===== src/kronos_types.sv =====
/* Shared widths, enums, opcodes and boot address for the three-stage RV32I subset core.
   Every design file refers to these by scoped name. */
`default_nettype none

package kronos_types;

  // Data and address word
  typedef logic [31:0] word_t;
  typedef logic [4:0]  regsel_t;
  // Byte enables, always all ones for word accesses
  typedef logic [3:0]  mask_t;

  typedef enum logic [2:0] {
    ALU_ADD,
    ALU_SUB,
    ALU_AND,
    ALU_OR,
    ALU_XOR,
    ALU_PASS_B
  } alu_op_t;

  typedef enum logic [2:0] {
    EX_ALU,
    EX_LOAD,
    EX_STORE,
    EX_BRANCH_EQ,
    EX_BRANCH_NE,
    EX_JUMP,
    EX_NOP
  } ex_kind_t;

  typedef enum logic [1:0] {
    LS_IDLE,
    LS_WAIT_ACK,
    LS_WRITEBACK
  } ls_state_t;

  typedef enum logic [1:0] {
    ARB_IDLE,
    ARB_SERVE_INSTR,
    ARB_SERVE_DATA
  } arb_state_t;

  localparam word_t BOOT_ADDR = 32'h0;

  // RV32I major opcodes
  localparam logic [6:0] OPC_LUI    = 7'b0110111;
  localparam logic [6:0] OPC_JAL    = 7'b1101111;
  localparam logic [6:0] OPC_BRANCH = 7'b1100011;
  localparam logic [6:0] OPC_LOAD   = 7'b0000011;
  localparam logic [6:0] OPC_STORE  = 7'b0100011;
  localparam logic [6:0] OPC_OPIMM  = 7'b0010011;
  localparam logic [6:0] OPC_OP     = 7'b0110011;

endpackage

`default_nettype wire

===== src/kronos_soc.sv =====
/* Design top: the core and the bus arbiter, exposing a single memory port. */
`timescale 1ns/1ps
`default_nettype none

module kronos_soc (
  input  logic                clk,
  input  logic                rst,
  output kronos_types::word_t mem_addr,
  output kronos_types::word_t mem_wr_data,
  output kronos_types::mask_t mem_mask,
  output logic                mem_wr_en,
  output logic                mem_req,
  input  kronos_types::word_t mem_rd_data,
  input  logic                mem_ack
);

  kronos_types::word_t instr_addr;
  kronos_types::word_t instr_data;
  logic instr_req;
  logic instr_ack;

  kronos_types::word_t data_addr;
  kronos_types::word_t data_wr_data;
  kronos_types::word_t data_rd_data;
  kronos_types::mask_t data_mask;
  logic data_wr_en;
  logic data_req;
  logic data_ack;

  kronos_core u_core (.*);

  kronos_bus_arbiter u_arb (.*);

endmodule

`default_nettype wire


===== src/kronos_bus_arbiter.sv =====
/* Joins the instruction and data masters onto one memory port.
   Data wins a tie and a grant lasts until the memory acknowledges. */
`timescale 1ns/1ps
`default_nettype none

module kronos_bus_arbiter (
  input  logic                clk,
  input  logic                rst,
  // Instruction master side
  input  kronos_types::word_t instr_addr,
  input  logic                instr_req,
  output kronos_types::word_t instr_data,
  output logic                instr_ack,
  // Data master side
  input  kronos_types::word_t data_addr,
  input  kronos_types::word_t data_wr_data,
  input  kronos_types::mask_t data_mask,
  input  logic                data_wr_en,
  input  logic                data_req,
  output kronos_types::word_t data_rd_data,
  output logic                data_ack,
  // Memory port
  output kronos_types::word_t mem_addr,
  output kronos_types::word_t mem_wr_data,
  output kronos_types::mask_t mem_mask,
  output logic                mem_wr_en,
  output logic                mem_req,
  input  kronos_types::word_t mem_rd_data,
  input  logic                mem_ack
);

  kronos_types::arb_state_t state;
  logic sel_data;

  always_ff @(posedge clk) begin
    if (rst) begin
      state <= kronos_types::ARB_IDLE;
    end else begin
      case (state)
        kronos_types::ARB_IDLE: begin
          if (data_req) state <= kronos_types::ARB_SERVE_DATA;
          else if (instr_req) state <= kronos_types::ARB_SERVE_INSTR;
        end
        default: begin
          if (mem_ack) state <= kronos_types::ARB_IDLE;
        end
      endcase
    end
  end

  // Granted master drives the port
  assign sel_data = state == kronos_types::ARB_SERVE_DATA;
  assign mem_req = state != kronos_types::ARB_IDLE;
  assign mem_addr = sel_data ? data_addr : instr_addr;
  assign mem_wr_data = sel_data ? data_wr_data : '0;
  assign mem_mask = sel_data ? data_mask : '1;
  assign mem_wr_en = sel_data && data_wr_en;

  assign instr_ack = mem_ack && (state == kronos_types::ARB_SERVE_INSTR);
  assign data_ack = mem_ack && sel_data;
  assign instr_data = mem_rd_data;
  assign data_rd_data = mem_rd_data;

endmodule

`default_nettype wire


===== src/kronos_core.sv =====
/* Core top: fetch, decode and execute chained by valid/ready, with separate
   instruction and data bus masters. */
`timescale 1ns/1ps
`default_nettype none

module kronos_core (
  input  logic                clk,
  input  logic                rst,
  // Instruction master
  output kronos_types::word_t instr_addr,
  output logic                instr_req,
  input  kronos_types::word_t instr_data,
  input  logic                instr_ack,
  // Data master
  output kronos_types::word_t data_addr,
  output kronos_types::word_t data_wr_data,
  output kronos_types::mask_t data_mask,
  output logic                data_wr_en,
  output logic                data_req,
  input  kronos_types::word_t data_rd_data,
  input  logic                data_ack
);

  kronos_types::word_t fetch_instr;
  kronos_types::word_t fetch_pc;
  logic fetch_vld;
  logic fetch_rdy;

  kronos_types::ex_kind_t ex_kind;
  kronos_types::alu_op_t alu_op;
  kronos_types::word_t operand_a;
  kronos_types::word_t operand_b;
  kronos_types::word_t store_data;
  kronos_types::word_t decode_target;
  kronos_types::word_t link_pc;
  kronos_types::regsel_t rd;
  logic rd_en;
  logic decode_vld;
  logic decode_rdy;

  kronos_types::word_t regwr_data;
  kronos_types::regsel_t regwr_sel;
  logic regwr_en;
  kronos_types::word_t branch_target;
  logic branch;
  logic flush;

  // A taken branch squashes everything younger than execute
  assign flush = branch;

  // ====================
  // Stages
  // ====================
  kronos_if u_if (.*);

  kronos_id u_id (
    .branch_target(decode_target),
    .*
  );

  kronos_ex u_ex (.*);

endmodule

`default_nettype wire


===== src/kronos_ex.sv =====
/* Execute stage: ALU, branch resolution, word loads and stores on the data bus,
   and the write-back and branch strobes. */
`timescale 1ns/1ps
`default_nettype none

module kronos_ex (
  input  logic                    clk,
  input  logic                    rst,
  input  kronos_types::ex_kind_t  ex_kind,
  input  kronos_types::alu_op_t   alu_op,
  input  kronos_types::word_t     operand_a,
  input  kronos_types::word_t     operand_b,
  input  kronos_types::word_t     store_data,
  input  kronos_types::word_t     decode_target,
  input  kronos_types::word_t     link_pc,
  input  kronos_types::regsel_t   rd,
  input  logic                    rd_en,
  input  logic                    decode_vld,
  output logic                    decode_rdy,
  output kronos_types::word_t     regwr_data,
  output kronos_types::regsel_t   regwr_sel,
  output logic                    regwr_en,
  output logic                    branch,
  output kronos_types::word_t     branch_target,
  output kronos_types::word_t     data_addr,
  output kronos_types::word_t     data_wr_data,
  output kronos_types::mask_t     data_mask,
  output logic                    data_wr_en,
  output logic                    data_req,
  input  kronos_types::word_t     data_rd_data,
  input  logic                    data_ack
);

  kronos_types::ls_state_t state;
  kronos_types::word_t alu_res;
  logic accept;
  logic is_mem;
  logic equal;
  logic taken;
  logic load_wr;

  // Nothing new is taken while a redirect leaves, the item in decode is wrong-path
  assign decode_rdy = (state == kronos_types::LS_IDLE) && !branch;
  assign accept = decode_vld && decode_rdy;
  assign is_mem = (ex_kind == kronos_types::EX_LOAD) || (ex_kind == kronos_types::EX_STORE);

  assign equal = operand_a == operand_b;
  assign taken = (ex_kind == kronos_types::EX_BRANCH_EQ && equal) ||
                 (ex_kind == kronos_types::EX_BRANCH_NE && !equal) ||
                 (ex_kind == kronos_types::EX_JUMP);

  assign data_mask = '1;

  // ====================
  // ALU
  // ====================
  always_comb begin
    case (alu_op)
      kronos_types::ALU_SUB: alu_res = operand_a - operand_b;
      kronos_types::ALU_AND: alu_res = operand_a & operand_b;
      kronos_types::ALU_OR: alu_res = operand_a | operand_b;
      kronos_types::ALU_XOR: alu_res = operand_a ^ operand_b;
      kronos_types::ALU_PASS_B: alu_res = operand_b;
      default: alu_res = operand_a + operand_b;
    endcase
  end

  // ====================
  // Sequencing
  // ====================
  always_ff @(posedge clk) begin
    if (rst) begin
      state <= kronos_types::LS_IDLE;
      data_req <= 1'b0;
      regwr_en <= 1'b0;
      branch <= 1'b0;
    end else begin
      regwr_en <= 1'b0;
      branch <= 1'b0;
      case (state)
        kronos_types::LS_IDLE: begin
          if (accept && is_mem) begin
            state <= kronos_types::LS_WAIT_ACK;
            data_req <= 1'b1;
          end else if (accept) begin
            // Only ALU and JAL items carry rd_en
            regwr_en <= rd_en;
            branch <= taken;
          end
        end
        kronos_types::LS_WAIT_ACK: begin
          if (data_ack) begin
            data_req <= 1'b0;
            if (data_wr_en) begin
              state <= kronos_types::LS_IDLE;
            end else begin
              state <= kronos_types::LS_WRITEBACK;
              regwr_en <= load_wr;
            end
          end
        end
        default: state <= kronos_types::LS_IDLE;
      endcase
    end
  end

  // Results and bus payload
  always_ff @(posedge clk) begin
    if (accept) begin
      regwr_sel <= rd;
      load_wr <= rd_en;
      regwr_data <= (ex_kind == kronos_types::EX_JUMP) ? link_pc : alu_res;
      branch_target <= decode_target;
      data_addr <= alu_res;
      data_wr_data <= store_data;
      data_wr_en <= ex_kind == kronos_types::EX_STORE;
    end
    if (state == kronos_types::LS_WAIT_ACK && data_ack) regwr_data <= data_rd_data;
  end

endmodule

`default_nettype wire


===== src/kronos_id.sv =====
/* Decode stage: decodes the RV32I subset, reads the register file and builds operands.
   Stalls fetch on a read-after-write against the items in decode and execute. */
`timescale 1ns/1ps
`default_nettype none

module kronos_id (
  input  logic                    clk,
  input  logic                    rst,
  input  logic                    flush,
  input  kronos_types::word_t     fetch_instr,
  input  kronos_types::word_t     fetch_pc,
  input  logic                    fetch_vld,
  output logic                    fetch_rdy,
  input  kronos_types::word_t     regwr_data,
  input  kronos_types::regsel_t   regwr_sel,
  input  logic                    regwr_en,
  output kronos_types::ex_kind_t  ex_kind,
  output kronos_types::alu_op_t   alu_op,
  output kronos_types::word_t     operand_a,
  output kronos_types::word_t     operand_b,
  output kronos_types::word_t     store_data,
  output kronos_types::word_t     branch_target,
  output kronos_types::word_t     link_pc,
  output kronos_types::regsel_t   rd,
  output logic                    rd_en,
  output logic                    decode_vld,
  input  logic                    decode_rdy
);

  kronos_types::word_t regs [32];
  kronos_types::word_t rs1_data;
  kronos_types::word_t rs2_data;
  kronos_types::word_t imm_i;
  kronos_types::word_t imm_s;
  kronos_types::word_t imm_b;
  kronos_types::word_t imm_u;
  kronos_types::word_t imm_j;
  kronos_types::regsel_t rs1;
  kronos_types::regsel_t rs2;
  kronos_types::regsel_t rd_sel;
  kronos_types::regsel_t sb_rd;
  logic [6:0] opcode;
  logic [2:0] funct3;
  logic [6:0] funct7;
  logic sb_vld;
  logic hit_dec;
  logic hit_ex;
  logic accept;

  kronos_types::ex_kind_t d_kind;
  kronos_types::alu_op_t d_op;
  kronos_types::word_t d_a;
  kronos_types::word_t d_b;
  kronos_types::word_t d_target;
  logic d_rd_en;

  assign opcode = fetch_instr[6:0];
  assign rd_sel = fetch_instr[11:7];
  assign funct3 = fetch_instr[14:12];
  assign rs1 = fetch_instr[19:15];
  assign rs2 = fetch_instr[24:20];
  assign funct7 = fetch_instr[31:25];

  assign imm_i = {{20{fetch_instr[31]}}, fetch_instr[31:20]};
  assign imm_s = {{20{fetch_instr[31]}}, fetch_instr[31:25], fetch_instr[11:7]};
  assign imm_b = {{19{fetch_instr[31]}}, fetch_instr[31], fetch_instr[7],
                  fetch_instr[30:25], fetch_instr[11:8], 1'b0};
  assign imm_u = {fetch_instr[31:12], 12'b0};
  assign imm_j = {{11{fetch_instr[31]}}, fetch_instr[31], fetch_instr[19:12],
                  fetch_instr[20], fetch_instr[30:21], 1'b0};

  // ====================
  // Register file
  // ====================
  // x0 reads as zero, write-back in the same cycle bypasses the array
  assign rs1_data = (rs1 == '0) ? '0 :
                    (regwr_en && regwr_sel == rs1) ? regwr_data : regs[rs1];
  assign rs2_data = (rs2 == '0) ? '0 :
                    (regwr_en && regwr_sel == rs2) ? regwr_data : regs[rs2];

  always_ff @(posedge clk) begin
    if (regwr_en && regwr_sel != '0) regs[regwr_sel] <= regwr_data;
  end

  // ====================
  // Decoder
  // ====================
  always_comb begin
    d_kind = kronos_types::EX_NOP;
    d_op = kronos_types::ALU_ADD;
    d_a = rs1_data;
    d_b = rs2_data;
    d_target = fetch_pc + imm_b;
    d_rd_en = 1'b0;
    case (opcode)
      kronos_types::OPC_OPIMM: begin
        if (funct3 == 3'b000) begin
          d_kind = kronos_types::EX_ALU;
          d_b = imm_i;
          d_rd_en = 1'b1;
        end
      end
      kronos_types::OPC_OP: begin
        d_kind = kronos_types::EX_ALU;
        d_rd_en = 1'b1;
        case ({funct7, funct3})
          10'b0000000_000: d_op = kronos_types::ALU_ADD;
          10'b0100000_000: d_op = kronos_types::ALU_SUB;
          10'b0000000_111: d_op = kronos_types::ALU_AND;
          10'b0000000_110: d_op = kronos_types::ALU_OR;
          10'b0000000_100: d_op = kronos_types::ALU_XOR;
          default: begin
            d_kind = kronos_types::EX_NOP;
            d_rd_en = 1'b0;
          end
        endcase
      end
      kronos_types::OPC_LUI: begin
        d_kind = kronos_types::EX_ALU;
        d_op = kronos_types::ALU_PASS_B;
        d_b = imm_u;
        d_rd_en = 1'b1;
      end
      kronos_types::OPC_LOAD: begin
        if (funct3 == 3'b010) begin
          d_kind = kronos_types::EX_LOAD;
          d_b = imm_i;
          d_rd_en = 1'b1;
        end
      end
      kronos_types::OPC_STORE: begin
        if (funct3 == 3'b010) begin
          d_kind = kronos_types::EX_STORE;
          d_b = imm_s;
        end
      end
      kronos_types::OPC_BRANCH: begin
        if (funct3 == 3'b000) d_kind = kronos_types::EX_BRANCH_EQ;
        else if (funct3 == 3'b001) d_kind = kronos_types::EX_BRANCH_NE;
      end
      kronos_types::OPC_JAL: begin
        d_kind = kronos_types::EX_JUMP;
        d_target = fetch_pc + imm_j;
        d_rd_en = 1'b1;
      end
      default: ;
    endcase
    // Writes to x0 are dropped here so they never scoreboard
    d_rd_en = d_rd_en && (rd_sel != '0);
  end

  // ====================
  // Hazards and handshake
  // ====================
  assign hit_dec = decode_vld && rd_en && (rs1 == rd || rs2 == rd);
  assign hit_ex = sb_vld && !regwr_en && (rs1 == sb_rd || rs2 == sb_rd);
  assign fetch_rdy = (!decode_vld || decode_rdy) && !hit_dec && !hit_ex;
  assign accept = fetch_vld && fetch_rdy;

  always_ff @(posedge clk) begin
    if (rst) begin
      decode_vld <= 1'b0;
      sb_vld <= 1'b0;
    end else begin
      if (flush) decode_vld <= 1'b0;
      else if (accept) decode_vld <= 1'b1;
      else if (decode_rdy) decode_vld <= 1'b0;

      // Scoreboard follows the item into execute until it writes back
      if (decode_vld && decode_rdy) sb_vld <= rd_en;
      else if (regwr_en) sb_vld <= 1'b0;
    end
  end

  always_ff @(posedge clk) begin
    if (accept) begin
      ex_kind <= d_kind;
      alu_op <= d_op;
      operand_a <= d_a;
      operand_b <= d_b;
      store_data <= rs2_data;
      branch_target <= d_target;
      link_pc <= fetch_pc + 32'd4;
      rd <= rd_sel;
      rd_en <= d_rd_en;
    end
    if (decode_vld && decode_rdy) sb_rd <= rd;
  end

endmodule

`default_nettype wire


===== src/kronos_if.sv =====
/* Fetch stage: program counter, instruction bus requests and a one-entry buffer
   towards decode, with a spare slot for a response that arrives while the buffer is full. */
`timescale 1ns/1ps
`default_nettype none

module kronos_if (
  input  logic                clk,
  input  logic                rst,
  output kronos_types::word_t instr_addr,
  output logic                instr_req,
  input  kronos_types::word_t instr_data,
  input  logic                instr_ack,
  input  logic                branch,
  input  kronos_types::word_t branch_target,
  output kronos_types::word_t fetch_instr,
  output kronos_types::word_t fetch_pc,
  output logic                fetch_vld,
  input  logic                fetch_rdy
);

  kronos_types::word_t pc;
  kronos_types::word_t pend_instr;
  kronos_types::word_t pend_pc;
  logic pend_vld;
  logic drop;
  logic start;
  logic take;
  logic pop;
  logic load_buf;
  logic load_pend;
  logic buf_from_pend;

  assign pop = fetch_vld && fetch_rdy;
  // Response is kept unless it belongs to a squashed path
  assign take = instr_ack && !drop && !branch;
  assign start = !branch && !instr_req && !pend_vld;

  assign buf_from_pend = pop && pend_vld;
  assign load_buf = !branch && (pop ? (pend_vld || take) : (take && !fetch_vld));
  assign load_pend = !branch && take && fetch_vld && !pop;

  // ====================
  // Control
  // ====================
  always_ff @(posedge clk) begin
    if (rst) begin
      pc <= kronos_types::BOOT_ADDR;
      instr_req <= 1'b0;
      drop <= 1'b0;
      fetch_vld <= 1'b0;
      pend_vld <= 1'b0;
    end else begin
      if (instr_ack) instr_req <= 1'b0;
      else if (start) instr_req <= 1'b1;

      if (branch) pc <= branch_target;
      else if (start) pc <= pc + 32'd4;

      // Outstanding request on a redirect completes and is thrown away
      if (branch) drop <= instr_req && !instr_ack;
      else if (instr_ack) drop <= 1'b0;

      if (branch) fetch_vld <= 1'b0;
      else if (load_buf) fetch_vld <= 1'b1;
      else if (pop) fetch_vld <= 1'b0;

      if (branch || buf_from_pend) pend_vld <= 1'b0;
      else if (load_pend) pend_vld <= 1'b1;
    end
  end

  // Address and fetched words
  always_ff @(posedge clk) begin
    if (start) instr_addr <= pc;
    if (load_pend) begin
      pend_instr <= instr_data;
      pend_pc <= instr_addr;
    end
    if (load_buf) begin
      fetch_instr <= buf_from_pend ? pend_instr : instr_data;
      fetch_pc <= buf_from_pend ? pend_pc : instr_addr;
    end
  end

endmodule

`default_nettype wire


===== config.mk =====
export PLATFORM = sky130hd
export DESIGN_NAME = kronos_soc
export DESIGN_NICKNAME = d
export VERILOG_FILES = /design/src/kronos_types.sv /design/src/kronos_soc.sv /design/src/kronos_bus_arbiter.sv /design/src/kronos_core.sv /design/src/kronos_ex.sv /design/src/kronos_id.sv /design/src/kronos_if.sv
export SDC_FILE = /design/constraint.sdc
export NUM_CORES = 2
export LEC_CHECK = 0
export BUFFER_PORTS_ARGS = -buffer_cell sky130_fd_sc_hd__buf_2
export CAP_MARGIN = 10
export CORE_ASPECT_RATIO = 0.5
export CORE_MARGIN = 2
export CORE_UTILIZATION = 57
export DETAILED_ROUTE_END_ITERATION = 6
export GPL_TIMING_DRIVEN = 0
export PLACE_DENSITY = 0.76
export REMOVE_ABC_BUFFERS = 1
export SYNTH_ARGS = -nofsm -noshare
export SYNTH_HDL_FRONTEND = slang
export SYNTH_SLANG_ARGS = --single-unit

===== constraint.sdc =====
create_clock -name clk -period 12.5 [get_ports clk]
set_clock_uncertainty 0.05 [all_clocks]
set_input_delay 2.5 -clock clk [delete_from_list [all_inputs] [get_ports clk]]
set_output_delay 2.5 -clock clk [all_outputs]
set_load 0.005 [all_outputs]

==> results.txt <==
* Result of the run: finished, violations left
- The final reports fail on design-rule violations.
- Sort of element at the start of the critical path: register
- DRC violations left: 2
- The detailed router finished its first iteration with 8438 violations.
- No sink is reached through more buffers than the 3 on the longest clock path.
- Data on the critical path is required at its endpoint by 9.95 ns.
- Source-to-sink clock delay at the later pin of the worst-skew pair: 0.80 ns
- Sorting the synthesized cells by area gives the leading types as sky130_fd_sc_hd__edfxtp_1 60%, sky130_fd_sc_hd__mux4_2 19%, sky130_fd_sc_hd__ha_1 2.1%.
* Min cycle time layout: 5.39 ns
- Setup repair after global routing missed its margin: no
- WL final: between 200000 and 250000 um
* Register ranked first by flip-flop count: u_core.u_id.regs
- The clock net in this run drives a total of 1540 sinks.
- The mapped netlist covers around 75000 um2.
* EDFF count, synth: 1490
* Setup Total Neg Slack: 0 ns
- Pre-Repair DR Iteration Count: 7
- The worst register-to-register path ends at u_core.u_id.operand_b[15]$_DFFE_PN_.
- Half-perimeter wire length after placement: 155000 um
- Placed inst area: between 80000 and 90000 um2
* Vias in the first global route: 48000
- Post-synthesis sequential area ratio: 0.612
* Area of the core: ~130000 um2
- Dominant cell by count in the synthesized netlist: sky130_fd_sc_hd__edfxtp_1
* Number of fillers in the final layout: 8100
* Share of the synthesized area in the top cell type: 0.599
- Via count: 48700
* Hold Crit Class: register to register
- Number of buffers inserted by hold repair at cts: 0
- Worst rel slew slack: 0.0898
* Die Y-Extent: between 200 and 300 um
- Synthesis handed over a netlist of 4516 instances.
- Among all flip-flop cells after synthesis, the most frequent one is sky130_fd_sc_hd__edfxtp_1.
* Layout Area Growth over Synthesis: 14.0%
- For this design the ratio of total power to cell area is 132 nW/um2.
- From left edge to right edge, the die measures approximately 520 um.
* Worst-Margin Slew: 1.37 ns
* Setup fix buffers added after clock tree synthesis: 0
- TritonCTS created 138 clock buffers.
* Initial Util: 0.578
- Of the cells placed in the final design, the portion with a size suffix greater than 1 is 0.274.
- Of the available clock period, the critical path in the final layout requires 0.431.
* Number of H-tree branching levels: 4
- Global route overflow: 0
- On the final layout, the worst hold slack is 0.360 ns.
- WL/cell: 37.5 um
- For the worst setup path, the data arrival time is ~2.8 ns.
- In this run the register-to-register setup slack is approximately 7.2 ns.
- Of all cell types, the one taking the most synthesized area is sky130_fd_sc_hd__edfxtp_1.
- In the global route stage, overall resource usage came out at 0.366.
- Pin count of the biggest net entering global routing: 65
- Post-route cell area: 85200 um2
- Buffers placed on the I/O ports in this run total 100.
- In the final design database the tool counted between 4000 and 5000 nets.
- In the synthesized netlist, the cells that appear most often are 1490 x sky130_fd_sc_hd__edfxtp_1, 640 x sky130_fd_sc_hd__mux4_2, 333 x sky130_fd_sc_hd__nor2_1, 204 x sky130_fd_sc_hd__a21oi_1, 170 x sky130_fd_sc_hd__nand2_1.
* Wire length of the first global-routing pass: 347000 um
* Avg Synthesized Cell Area: 16.5 um2
- Timing would allow up to 186 MHz.
- Clock tree from TritonCTS: built
- Number of cells traversed by the worst register-to-register path: 10
- The floorplan has 93 rows.
* Number of violations of the max-capacitance limit: 0
* Vias/cell: 7.44
- Area occupied by multi-input gates: between 20000 and 30000 um2
- Slew Limit Fails: 0
- After synthesis the netlist holds a flip-flop and latch count of 1540.
- The detail route stage leaves a number of antenna-violating nets equal to 0.
- Summing all flip-flop and latch instances after layout gives 45800 um2.
- The worst setup path is captured at an output port.
- The number of hold violations in the final report came to 0.
- Initial antenna violation count: 15
- At the end of routability-driven placement, the weighted congestion stood at 0.951.
- Clock slew at reported path FFs: 0.07 ns
- Yosys mapped the design onto 94 distinct sky130hd cell types.
* Capture point of the critical path: mem_addr[18]
* Worst-case vdd ir drop: 0.105 mV
- Setup violations remaining at the end of the flow were counted as 0.
- The register with the most flip-flops in the layout has 1024 of them.
* Class of the most critical setup path: register to output port
- Maximum fanout along the worst path: 35
* Beginning of the critical path: u_arb.state[1]$_SDFFE_PP0P_
* Total leakage power: around 0.029 uW
- Clock tree synthesis selected as its root buffer the cell sky130_fd_sc_hd__clkbuf_16.
- Pin placement for this block handled between 100 and 150 I/O pins.
- Counting flops with an async set or reset pin after synthesis yields a share of 0.
- Overall die area: 134000 um2
- Cts repair resizes: 0
- Warning count from the yosys run: 0
-- kinds of logic after synthesis --
| logic type | count (synthesis) | synth area share |
|---|---|---|
| flops | 1540 | 0.612 |
| mux | 837 | 0.221 |
| fa+ha+maj | 130 | 0.0221 |
| xor+xnor | 112 | 0.0131 |
| simple gates | 794 | 0.0488 |
| other cells | 2 | 0.000100 |
| buf+inv | 437 | 0.0236 |
| compound gates | 664 | 0.0592 |
-- cell usage in the layout (no fill, tap or decap), types with 13 or more instances in the layout --
| cell | count |
|---|---|
| sky130_fd_sc_hd__clkbuf_1 | 29 |
| sky130_fd_sc_hd__o22ai_1 | 23 |
| sky130_fd_sc_hd__clkbuf_16 | 141 |
| sky130_fd_sc_hd__o21bai_1 | 21 |
| sky130_fd_sc_hd__a21oi_1 | 201 |
| sky130_fd_sc_hd__nand3_1 | 49 |
| sky130_fd_sc_hd__clkinv_1 | 28 |
| sky130_fd_sc_hd__nor2_4 | 31 |
| sky130_fd_sc_hd__o21ai_1 | 28 |
| sky130_fd_sc_hd__nand4_1 | 20 |
| sky130_fd_sc_hd__nand2_1 | 166 |
| sky130_fd_sc_hd__a211oi_1 | 71 |
| sky130_fd_sc_hd__nor3_1 | 46 |
| sky130_fd_sc_hd__buf_16 | 87 |
| sky130_fd_sc_hd__mux2_2 | 104 |
| sky130_fd_sc_hd__buf_2 | 100 |
| sky130_fd_sc_hd__conb_1 | 36 |
| sky130_fd_sc_hd__nand2b_1 | 26 |
| sky130_fd_sc_hd__dfxtp_1 | 44 |
| sky130_fd_sc_hd__ha_1 | 127 |
| sky130_fd_sc_hd__a21o_1 | 42 |
| sky130_fd_sc_hd__clkinv_2 | 26 |
| sky130_fd_sc_hd__a31oi_1 | 13 |
| sky130_fd_sc_hd__o211ai_1 | 16 |
| sky130_fd_sc_hd__o21ai_0 | 93 |
| sky130_fd_sc_hd__buf_12 | 69 |
| sky130_fd_sc_hd__edfxtp_1 | 1490 |
| sky130_fd_sc_hd__mux2i_1 | 90 |
| sky130_fd_sc_hd__xor2_1 | 39 |
| sky130_fd_sc_hd__inv_1 | 131 |
| sky130_fd_sc_hd__mux4_2 | 640 |
| sky130_fd_sc_hd__nor2_1 | 299 |
| sky130_fd_sc_hd__and3_1 | 24 |
| sky130_fd_sc_hd__a221o_1 | 20 |
| sky130_fd_sc_hd__xnor2_1 | 73 |
| sky130_fd_sc_hd__or3_1 | 13 |
| sky130_fd_sc_hd__and2_1 | 42 |
| sky130_fd_sc_hd__nor2b_1 | 23 |
-- power by group --
part	leakage (uW)	switching [uW]	internal [uW]
clock network	0.00219	2020	2340
logic	0.0124	599	450
registers	0.0139	94.6	5710
-- stage by stage --
step	utilization	power (uW)	worst slack, ns	instances
after floorplan	-	6640	-13.50	4252
after global placement	0.590	7060	-28.07	6109
after detailed placement	0.622	6910	7.54	6273
after CTS	0.657	11200	7.08	6527
after global routing	0.658	11500	7.02	6538
final	0.658	11200	7.11	6540
-- area by class of cell --
class | instances | share of cell area
antenna | 2 | 0.0000587
clock buffer | 172 | 0.0430
clock inverter | 82 | 0.00968
inverter | 139 | 0.00618
multi-input combinational | 2573 | 0.325
sequential | 1540 | 0.537
tap | 1757 | 0.0258
timing repair buffer | 275 | 0.0532
-- routing by layer --
layer | global-route usage | vias up | share of wire
met3 | 0.122 | 985 | 0.15
met2 | 0.549 | 4593 | 0.45
met1 | 0.488 | 24500 | 0.35
met5 | 0 | - | 0.00026
li1 | - | 18600 | -
met4 | 0.174 | 10 | 0.058
-- worst max-delay path, stage by stage (launching register included) --
cell	delay, ns
sky130_fd_sc_hd__dfxtp_1	0.37
sky130_fd_sc_hd__nor2b_4	0.81
sky130_fd_sc_hd__buf_12	0.30
sky130_fd_sc_hd__mux2_2	0.41
sky130_fd_sc_hd__buf_2	0.16
-- worst min-delay path by stage --
stage | startpoint | endpoint | cells past startpoint
6_report | u_core.u_id.store_data[29]$_DFFE_PN_ | u_core.u_ex.data_wr_data[29]$_DFFE_PP_ | 0
5_1_grt | u_core.u_id.branch_target[15]$_DFFE_PN_ | u_core.u_ex.branch_target[15]$_DFFE_PP_ | 0
4_1_cts | u_core.u_id.store_data[29]$_DFFE_PN_ | u_core.u_ex.data_wr_data[29]$_DFFE_PP_ | 0
3_5_place_dp | u_core.u_id.branch_target[12]$_DFFE_PN_ | u_core.u_ex.branch_target[12]$_DFFE_PP_ | 0
3_3_place_gp | u_core.u_id.branch_target[9]$_DFFE_PN_ | u_core.u_ex.branch_target[9]$_DFFE_PP_ | 0
2_1_floorplan | u_core.u_id.branch_target[10]$_DFFE_PN_ | u_core.u_ex.branch_target[10]$_DFFE_PP_ | 0
(Power assumes the default switching activity.)
